[config.mk]
export PLATFORM = sky130hd
export DESIGN_NAME = uart_tx_unit
export DESIGN_NICKNAME = d
export VERILOG_FILES = /design/src/design/uart_buf_pkg.sv /design/src/design/uart_line_pkg.sv /design/src/design/baud_timer.sv /design/src/design/tx_bit_fsm.sv /design/src/design/tx_fifo.sv /design/src/design/tx_shift_reg.sv /design/src/design/uart_tx_unit.sv
export SDC_FILE = /design/constraint.sdc
export NUM_CORES = 1
export LEC_CHECK = 0
export ABC_AREA = 1
export ABC_CLOCK_PERIOD_IN_PS = 2900
export CAP_MARGIN = 20
export CORE_UTILIZATION = 60
export DETAILED_ROUTE_END_ITERATION = 6
export DONT_BUFFER_PORTS = 1
export GPL_TIMING_DRIVEN = 0
export PLACE_DENSITY = 0.85
export SLEW_MARGIN = 20
export SYNTH_ARGS = -nofsm -noshare
export SYNTH_HDL_FRONTEND = slang
export SYNTH_SLANG_ARGS = --single-unit
export TNS_END_PERCENT = 1
[constraint.sdc]
create_clock -name clk_uart -period 2.9 [get_ports clk_uart]
set_clock_uncertainty 0.05 [all_clocks]
set_input_delay 0.435 -clock clk_uart [delete_from_list [all_inputs] [get_ports clk_uart]]
set_output_delay 0.435 -clock clk_uart [all_outputs]
set_load 0.05 [all_outputs]
[src/design/uart_buf_pkg.sv]
package uart_buf_pkg;

    ////////////////////////////////////////////////////////////////////////////
    // transmit buffer
    ////////////////////////////////////////////////////////////////////////////

    // bytes held while the line is busy
    localparam int fifo_depth = 16;

    // pointer wraps at fifo_depth
    localparam int fifo_ptr_w = 4;

    // one extra bit so a full buffer is countable
    localparam int fifo_cnt_w = 5;

    // fifo read, transmitter launch, then back to idle
    typedef enum logic [1:0] {
        fetch_idle   = 2'b00,
        fetch_read   = 2'b01,
        fetch_launch = 2'b10
    } fetch_state_t;

endpackage

[src/design/uart_line_pkg.sv]
package uart_line_pkg;

    ////////////////////////////////////////////////////////////////////////////
    // serial frame format
    ////////////////////////////////////////////////////////////////////////////

    // clk_uart cycles per half bit at the default rate
    localparam logic [31:0] default_clk_per_half_bit = 32'd5208;

    // data bits in one frame
    localparam int data_bits = 8;

    // enough to count data_bits positions
    localparam int bit_idx_w = 3;

    ////////////////////////////////////////////////////////////////////////////
    // bit sequencer
    ////////////////////////////////////////////////////////////////////////////

    // one start bit, data lsb first, one stop bit
    typedef enum logic [1:0] {
        // line parked high
        tx_idle      = 2'b00,
        // line low for one bit period
        tx_start_bit = 2'b01,
        // shift register lsb on the line
        tx_data_bit  = 2'b10,
        // line high for one bit period
        tx_stop_bit  = 2'b11
    } tx_state_t;

endpackage

[src/design/baud_timer.sv]
`timescale 1ns/10ps

module baud_timer #(
    parameter logic [31:0] clk_per_half_bit = uart_line_pkg::default_clk_per_half_bit
) (
    input  logic clk_uart,
    input  logic rstn,
    input  logic run,
    output logic bit_tick
);
    // one full bit in clk_uart cycles
    localparam int unsigned period = 2 * clk_per_half_bit;
    // holds period - 1
    localparam int cnt_w = $clog2(period);
    localparam logic [cnt_w-1:0] reload = cnt_w'(period - 1);

    logic [cnt_w-1:0] cnt;

    // last cycle of the bit period
    assign bit_tick = run && (cnt == '0);

    ////////////////////////////////////////////////////////////////////////////
    // down counter
    ////////////////////////////////////////////////////////////////////////////

    always_ff @(posedge clk_uart) begin
        if (!rstn) begin
            cnt <= reload;
        end else if (!run) begin
            // parked at full period so the first tick
            // lands period cycles after run rises
            cnt <= reload;
        end else if (bit_tick) begin
            // next bit starts right away
            cnt <= reload;
        end else begin
            cnt <= cnt - 1'b1;
        end
    end

endmodule

[src/design/tx_bit_fsm.sv]
`timescale 1ns/10ps

module tx_bit_fsm (
    input  logic clk_uart,
    input  logic rstn,
    input  logic tx_start,
    input  logic bit_tick,
    input  logic bit_out,
    output logic load,
    output logic shift,
    output logic timer_run,
    output logic busy,
    output logic txd
);
    import uart_line_pkg::*;

    tx_state_t            state;
    // data bit currently on the line
    logic [bit_idx_w-1:0] bit_idx;

    // frame in progress
    assign busy      = (state != tx_idle);
    // timer counts only inside a frame
    assign timer_run = (state != tx_idle);

    // byte captured on the launch cycle
    assign load = (state == tx_idle) && tx_start;

    // shift at the end of the start bit and every data bit
    // so bit_out already holds the next bit when txd updates
    assign shift = bit_tick && ((state == tx_start_bit) || (state == tx_data_bit));

    ////////////////////////////////////////////////////////////////////////////
    // frame sequencer
    ////////////////////////////////////////////////////////////////////////////

    always_ff @(posedge clk_uart) begin
        if (!rstn) begin
            state   <= tx_idle;
            bit_idx <= '0;
            txd     <= 1'b1;
        end else begin
            case (state)
                tx_idle: begin
                    bit_idx <= '0;
                    // start bit goes out the next cycle
                    if (tx_start) begin
                        state <= tx_start_bit;
                        txd   <= 1'b0;
                    end
                end
                tx_start_bit: begin
                    // first data bit, lsb
                    if (bit_tick) begin
                        state <= tx_data_bit;
                        txd   <= bit_out;
                    end
                end
                tx_data_bit: begin
                    if (bit_tick) begin
                        if (bit_idx == bit_idx_w'(data_bits - 1)) begin
                            // all data bits sent
                            state <= tx_stop_bit;
                            txd   <= 1'b1;
                        end else begin
                            bit_idx <= bit_idx + 1'b1;
                            txd     <= bit_out;
                        end
                    end
                end
                tx_stop_bit: begin
                    // busy drops the cycle after this tick
                    if (bit_tick) begin
                        state <= tx_idle;
                        txd   <= 1'b1;
                    end
                end
                default: begin
                    state <= tx_idle;
                    txd   <= 1'b1;
                end
            endcase
        end
    end

endmodule

[src/design/tx_fifo.sv]
`timescale 1ns/10ps

module tx_fifo (
    input  logic                                clk_uart,
    input  logic                                rstn,
    input  logic                                wr_en,
    input  logic [uart_line_pkg::data_bits-1:0] din,
    input  logic                                rd_en,
    output logic [uart_line_pkg::data_bits-1:0] dout,
    output logic                                full,
    output logic                                empty
);
    import uart_line_pkg::*;
    import uart_buf_pkg::*;

    // byte storage
    logic [data_bits-1:0]  mem [fifo_depth];
    logic [fifo_ptr_w-1:0] wr_ptr;
    logic [fifo_ptr_w-1:0] rd_ptr;
    logic [fifo_cnt_w-1:0] count;
    // accepted requests only
    logic                  do_wr;
    logic                  do_rd;

    // write while full is dropped
    assign do_wr = wr_en && !full;
    // read while empty is ignored
    assign do_rd = rd_en && !empty;

    // status straight from the fill count
    assign full  = (count == fifo_cnt_w'(fifo_depth));
    assign empty = (count == '0);

    ////////////////////////////////////////////////////////////////////////////
    // data path
    ////////////////////////////////////////////////////////////////////////////

    always_ff @(posedge clk_uart) begin
        if (do_wr) begin
            mem[wr_ptr] <= din;
        end
    end

    // oldest byte shows on dout the cycle after a read
    always_ff @(posedge clk_uart) begin
        if (do_rd) begin
            dout <= mem[rd_ptr];
        end
    end

    ////////////////////////////////////////////////////////////////////////////
    // pointers and fill count
    ////////////////////////////////////////////////////////////////////////////

    always_ff @(posedge clk_uart) begin
        if (!rstn) begin
            wr_ptr <= '0;
            rd_ptr <= '0;
            count  <= '0;
        end else begin
            // pointers wrap on their own, depth is a power of two
            if (do_wr) begin
                wr_ptr <= wr_ptr + 1'b1;
            end
            if (do_rd) begin
                rd_ptr <= rd_ptr + 1'b1;
            end
            // simultaneous write and read keeps the count
            case ({do_wr, do_rd})
                2'b10:   count <= count + 1'b1;
                2'b01:   count <= count - 1'b1;
                default: count <= count;
            endcase
        end
    end

endmodule

[src/design/tx_shift_reg.sv]
`timescale 1ns/10ps

module tx_shift_reg (
    input  logic                                clk_uart,
    input  logic                                rstn,
    input  logic                                load,
    input  logic                                shift,
    input  logic [uart_line_pkg::data_bits-1:0] data,
    output logic                                bit_out
);
    import uart_line_pkg::*;

    // byte in flight
    logic [data_bits-1:0] sreg;

    // lsb goes out first
    assign bit_out = sreg[0];

    ////////////////////////////////////////////////////////////////////////////
    // load and shift
    ////////////////////////////////////////////////////////////////////////////

    always_ff @(posedge clk_uart) begin
        if (!rstn) begin
            // all ones looks like an idle line
            sreg <= '1;
        end else if (load) begin
            // capture the fetched byte
            sreg <= data;
        end else if (shift) begin
            // move toward lsb, ones fill from the top
            sreg <= {1'b1, sreg[data_bits-1:1]};
        end
    end

endmodule

[src/design/uart_tx_unit.sv]
`timescale 1ns/10ps

module uart_tx_unit #(
    parameter logic [31:0] clk_per_half_bit = uart_line_pkg::default_clk_per_half_bit
) (
    input  logic                                clk_uart,
    input  logic                                rstn,
    input  logic                                wr_en,
    input  logic [uart_line_pkg::data_bits-1:0] din,
    output logic                                full,
    output logic                                txd
);
    import uart_line_pkg::*;
    import uart_buf_pkg::*;

    // fifo head byte
    logic [data_bits-1:0] sdata;
    logic                 empty;
    logic                 rd_en;
    logic                 tx_start;
    logic                 busy;
    // transmitter internals
    logic                 load;
    logic                 shift;
    logic                 timer_run;
    logic                 bit_tick;
    logic                 bit_out;
    fetch_state_t         fetch_state;

    tx_fifo fifo (
        .clk_uart (clk_uart),
        .rstn     (rstn),
        .wr_en    (wr_en),
        .din      (din),
        .rd_en    (rd_en),
        .dout     (sdata),
        .full     (full),
        .empty    (empty)
    );

    tx_bit_fsm bit_fsm (
        .clk_uart  (clk_uart),
        .rstn      (rstn),
        .tx_start  (tx_start),
        .bit_tick  (bit_tick),
        .bit_out   (bit_out),
        .load      (load),
        .shift     (shift),
        .timer_run (timer_run),
        .busy      (busy),
        .txd       (txd)
    );

    baud_timer #(
        .clk_per_half_bit (clk_per_half_bit)
    ) timer (
        .clk_uart (clk_uart),
        .rstn     (rstn),
        .run      (timer_run),
        .bit_tick (bit_tick)
    );

    tx_shift_reg shifter (
        .clk_uart (clk_uart),
        .rstn     (rstn),
        .load     (load),
        .shift    (shift),
        .data     (sdata),
        .bit_out  (bit_out)
    );

    ////////////////////////////////////////////////////////////////////////////
    // fetch sequencer
    ////////////////////////////////////////////////////////////////////////////

    always_ff @(posedge clk_uart) begin
        if (!rstn) begin
            fetch_state <= fetch_idle;
            rd_en       <= 1'b0;
            tx_start    <= 1'b0;
        end else begin
            case (fetch_state)
                fetch_read: begin
                    // dout valid next cycle, launch then
                    fetch_state <= fetch_launch;
                    rd_en       <= 1'b0;
                    tx_start    <= 1'b1;
                end
                fetch_launch: begin
                    // busy is high by the time we are idle again
                    fetch_state <= fetch_idle;
                    rd_en       <= 1'b0;
                    tx_start    <= 1'b0;
                end
                default: begin
                    tx_start <= 1'b0;
                    // byte waiting and line free
                    if (!empty && !busy) begin
                        fetch_state <= fetch_read;
                        rd_en       <= 1'b1;
                    end else begin
                        fetch_state <= fetch_idle;
                        rd_en       <= 1'b0;
                    end
                end
            endcase
        end
    end

endmodule

Word level (Yosys, flattened, before mapping)
Memory sizes are Yosys's and may differ from the RTL's. A register that Yosys moved wholly into a read port is not among the register bits.
Cells that the tools add are included.
{ "word_totals": {"register_bits": 45, "in_bits": 11, "mem_bits_rw": 128, "out_inout_bits": 2, "wordCells": 81, "memories": 1} }
{ "memory_table": {"columns": ["name", "words", "width", "read_ports", "rd_clocked_by_memory_dff", "wr", "line", "text"], "rows": [
  ["fifo.mem", 16, 8, 1, 1, 1, "tx_fifo.sv:17", "logic [data_bits-1:0] mem [fifo_depth];"]
]} }
{ "classes": {"bitwise": 2, "n_mux": 24, "eq_ne": 15, "n_addsub": 6, "n_reduce_logical": 22} }
{ "ops": {"columns": ["cell", "count"], "rows": [
  ["8-bit 2-to-1 mux", 2],
  ["14-bit zero test", 1],
  ["14-bit by 1-bit subtractor with 14-bit output, second input constant", 1],
  ["1-bit 2-to-1 mux", 10],
  ["2-bit 2-to-1 mux", 5],
  ["5-bit one-hot mux with 2 select lines", 1],
  ["4-bit by 1-bit adder with 4-bit output, second input constant", 2],
  ["2-bit == test, second input constant", 4],
  ["2-bit one-hot mux with 4 select lines", 1],
  ["2-bit nonzero test", 4],
  ["2-bit by 1-bit == test with 1-bit output, second input constant", 3],
  ["1-bit logical AND", 6],
  ["3-bit 2-to-1 mux", 2],
  ["2-bit by 1-bit inequality test with 1-bit output, second input constant", 3],
  ["2-bit inequality test, second input constant", 3],
  ["3-bit one-hot mux with 2 select lines", 1],
  ["3-bit OR reduction", 2],
  ["5-bit by 1-bit adder with 5-bit output, second input constant", 1],
  ["5-bit == test, second input constant", 1],
  ["5-bit zero test", 1],
  ["5-bit AND reduction", 1],
  ["5-bit by 1-bit subtractor with 5-bit output, second input constant", 1],
  ["1-bit one-hot mux with 4 select lines", 1],
  ["2-bit one-hot mux with 2 select lines", 1],
  ["8 further kinds", 11]
]} }

Logic depth before layout (Yosys ltp)
{ "depth": {"depth_word": 5, "ltp_mapped": 15, "depth_no_buf": 15} }

Cells and area by module
A second synthesis with hierarchy kept.
{ "unflattened": {"hier_cells": 896, "area_unflattened_um2": 8320.5} }
{ "by_module_without_submodules": {"columns": ["module", "seq_area_each_um2", "cells_per_inst", "area_per_inst_um2", "instances"], "rows": [
  ["tx_fifo", 4344.2, 663, 6580.1, 1],
  ["baud_timer", 280.3, 101, 787.0, 1],
  ["tx_bit_fsm", 120.1, 65, 449.2, 1],
  ["tx_shift_reg", 160.2, 50, 374.1, 1],
  ["uart_tx_unit", 60.1, 17, 130.1, 1]
]} }

Least setup slack after synthesis
No wires, ideal clock.
{ "synth_timing": {"path_type": "register to register", "startpoint": "register fifo.count[0]", "endpoint": "register fifo.count[4]", "slack_ns": 0.743, "required_time_ns": 2.778, "arrival_time_ns": 2.035, "path_buffers": 0, "synth_period_minus_slack_ns": 2.157, "path_stages_with_launch": 16, "setup_time_ns": 0.072, "path_cell_list": "dfxtp_1 nor2_1 nand4_1 nand2_1 inv_1 ha_1 xor2_1 ha_1 inv_1 nand2_1 nand3_1 nand2_1 nand2_1 nand2_1 nand2_1 a21oi_1"} }
{ "synth_via": {"elab_chain_len": 5, "word_cells_on_any_way": 12, "cone_classes": "add/sub: 2; eq/ne: 3; mux: 1; reduce/logical: 6"} }
{ "synth_lines": {"columns": ["item", "line", "text"], "rows": [
  ["start, declared", "tx_fifo.sv:20", "logic [fifo_cnt_w-1:0] count;"],
  ["start signal, assigned", "tx_fifo.sv:70", "2'b10: count <= count + 1'b1;"],
  ["start signal, assigned", "tx_fifo.sv:71", "2'b01: count <= count - 1'b1;"],
  ["start signal, assigned", "tx_fifo.sv:72", "default: count <= count;"],
  ["5-bit zero test *", "tx_fifo.sv:32", "assign empty = (count == '0);"],
  ["1-bit zero test *", "tx_fifo.sv:28", "assign do_rd = rd_en && !empty;"],
  ["1-bit logical AND *", "tx_fifo.sv:28", null],
  ["net fifo.do_rd", "tx_fifo.sv:23", "logic do_rd;"],
  ["2-bit by 1-bit == test with 1-bit output or 2-bit == test (tied branches)", "tx_fifo.sv:69", "case ({do_wr, do_rd})"],
  ["5-bit one-hot mux with 2 select lines or 2-bit nonzero test (tied branches)", null, null]
]} }
The timed path passes the listed nets; every way through them passes the cells marked *.
A chain may end at the register's enable or synchronous reset.

Final worst setup path
Same ends and word-level chain as after synthesis.

==> summary.md <==
| Metric | Value |
|---|---|
| Outcome | `finished, violations left` |
| Violated checks | `design-rule violations` |
| Synth async-reset ratio | `0` |
| Largest area contributor in the netlist | `edfxtp_1` |
| Clk buf depth | `2` |
| Worst EP arrival | `2.81 ns` |
| Highest Signal Layer | `met4` |
| Gr usage total | `0.302` |
| Post-synth EDFFs | `approximately 140` |
| Drt total wl | `18500 microns` |
| Grt ovf | `0` |
| Gate Count Post-Synth | `between 600 and 700` |
| Fraction of layout cells with a size suffix above 1 | `0.110` |
| CP Launch Type | `flop` |
| Worst-Skew Late Latency | `between 0.4 and 0.5 ns` |
| Via count | `around 5500` |
| Post-route ant nets | `0` |
| Synth cell types | `37` |
| Ys flop type | `edfxtp_1` |
| Pre-CTS WS | `0.310 ns` |
| Overall die height | `between 100 and 150 microns` |
| Clock transition at the registers of the reported paths | `0.07 ns` |
| Drt drc | `6` |
| I/O Buffers | `0` |
| Nets | `approximately 750` |
| Root Driver | `clkbuf_16` |
| Post-Layout Inst Area | `between 8000 and 9000 sq um` |
| Row cnt | `40` |
| Layout area overhead | `11.8%` |
| Tcrit/Tclk final | `0.863` |
| Placed cell area | `slightly below 8000 sq um` |
| ANT cells | `0` |
| Final Wtd Congestion | `roughly 0.94` |
| CTS tree | `yes` |
| Drt first pass iters | `7` |
| DIE AREA | `13200 sq um` |
| Metal3 WL | `~1700 microns` |
| Number of global-route vias before repair | `5578` |
| Final setup fails | `0` |
| Cell leakage power | `~0.0031 uW` |
| Crit-path max FO | `6` |
| # IOs | `13` |
| Max VDD drop | `~0.85 mV` |
| First-pass GRT wire length | `28900 microns` |
| Mean Syn Cell Area | `11.0 sq um` |
| Vias per cell | `slightly above 6` |
| Met2 Routed Length | `around 9200 microns` |
| Final Slew Violations | `0` |
| Reg2reg setup slack | `between 0.3 and 0.4 ns` |
| Fin. Hold Viols | `0` |
| Fin worst setup slack | `roughly 0.40 ns` |
| H-tree depth | `4` |
| Element type at the critical path end | `flop` |
| Fillers | `850` |
| Drt first-iter violations | `roughly 780` |
| Core Footprint | `12200 sq um` |
| Flops & latches, synth | `180` |
| Initial Utilization | `0.627` |
| Die X | `around 110 microns` |
| Pin count of the biggest net entering global routing | `18` |
| M1 wire length | `roughly 6700 microns` |
| Hold crit path type | `in2reg` |
| Mapped cell area | `7650 sq um` |
| Synth warn | `0` |
| Clock buffer count from CTS | `17` |
| Slew HR | `0.401` |
| Final min period | `around 2.5 ns` |
| Top post-synthesis cells by area | `edfxtp_1, dfxtp_1, nor2_1` |
| Avg WL per Cell | `about 20 microns` |
| Net count after synthesis | `between 700 and 800` |
| Setup TNS | `0 ns` |
| Fmax | `~400 MHz` |
| Worst-Margin Slew | `approximately 0.9 ns` |
| Crit path kind | `reg2reg` |
| Worst Path Required | `between 3 and 4 ns` |
| Post-DP HPWL | `about 12000 microns` |
| Maxcap violations | `0` |
| Antenna violations before repair | `0` |
| Share of the synthesized area in the top cell type | `0.534` |
| Worst hold slack | `approximately 0.045 ns` |
| PD cells | `858 nW/um^2` |
| RSZ-0062 raised after global routing | `false` |
| Register area share after synthesis | `0.649` |
| Clock sinks | `180` |
[sequential cells by signal, indices dropped and copies added (netlist names)]
name,cells
fifo.count,5
bit_fsm.state,2
fifo.wr_ptr,4
bit_fsm.bit_idx,3
rd_en,1
shifter.sreg,8
bit_fsm.txd,1
fetch_state,2
fifo.mem,128
fifo.dout,8
timer.cnt,14
fifo.rd_ptr,4
[cells in the final DEF, fill, tap and decap left out, types with 2 or more instances in the layout]
master	count
dfxtp_1	44
buf_4	4
nand2_2	3
buf_2	20
nor2_1	128
clkbuf_16	17
a21oi_1	18
nand3b_1	2
inv_2	2
xnor2_1	4
nand3_2	2
xor2_1	8
clkbuf_1	6
inv_1	41
nand3_1	48
bufinv_16	5
inv_6	4
mux2_2	6
nand2_1	80
nand2_4	3
o211ai_1	22
nor2_4	2
clkinv_1	4
o21ai_0	72
ha_1	19
edfxtp_1	136
nand4_1	5
nor4_1	2
o221ai_1	10
inv_8	4
[worst paths after layout]
| kind | from | to | cells past startpoint |
|---|---|---|---|
| worst max-delay path | fifo.count[0] | fifo.count[4] | 15 |
| worst min register to register | timer.cnt[0] | timer.cnt[0] | 1 |
| worst min-delay path | din[0] | fifo.mem[6][0] | 0 |
| worst max register to register | fifo.count[0] | fifo.count[4] | 15 |
[Yosys cell counts (all sizes together), types with 10 or more instances]
cell type,instances
ha,19
buf,22
dfxtp,44
edfxtp,136
inv,44
o221ai,10
nand3,51
nor2,131
nand2,86
o21ai,73
a21oi,18
o211ai,23
[metrics by stage]
step           instances  total power, uW  utilization
2_1_floorplan        699             4230            -
3_3_place_gp         867             4600        0.644
3_5_place_dp         867             4690        0.644
4_1_cts              899             7280        0.698
5_1_grt              902             7640        0.701
6_report             902             7340        0.701
[metal layers]
| metal | global-route usage | vias up |
|---|---|---|
| li1 | - | 2486 |
| met1 | 0.350 | 2614 |
| met2 | 0.511 | 358 |
| met3 | 0.0838 | 69 |
| met4 | 0.169 | 0 |
| met5 | 0 | - |
[worst max-delay path, stage by stage, from the launching register on]
cell and delay [ns]:
dfxtp_1 0.36, nor2_1 0.17, nand4_1 0.12, nand2_1 0.25, clkinvlp_4 0.19, ha_1 0.31
xor2_1 0.24, ha_1 0.18, inv_1 0.05, nand2_1 0.09, nand3_1 0.10, nand2_1 0.07
nand2_1 0.04, nand2_1 0.06, nand2_1 0.04, a21oi_1 0.11
[layout make-up]
cell class                      count  area (sq um)  area share
Timing Repair Buffer                3          22.5     0.00263
Inverter                           47           180      0.0211
Buffer                             29           146      0.0171
Clock buffer                       17           425      0.0497
Tap cell                          168           210      0.0246
Multi-Input combinational cell    443          2370       0.277
Sequential cell                   180          4960       0.580
Clock inverter                     15           239      0.0279
[power breakdown]
part | internal, uW | switching, uW
combinational | 531 | 1140
sequential | 2950 | 107
clock | 1560 | 1050
[kinds of logic (layout without fill, tap and decap cells)]
family          Yosys count  after routing  synth area share
simple gates            279            279             0.158
flops                   180            180             0.649
compound gates          127            127            0.0976
buf+inv                  76            111            0.0422
fa+ha+maj                19             19            0.0311
xor+xnor                 12             12            0.0137
mux                       6              6           0.00883
[repair_timing]
item,CTS,global route
setup buffers,0,3
gates resized for setup,0,1
setup endpoints to repair,0,1
hold endpoints to repair,0,0
hold buffers,0,0
Note: power is estimated with default switching activity, not from simulation.
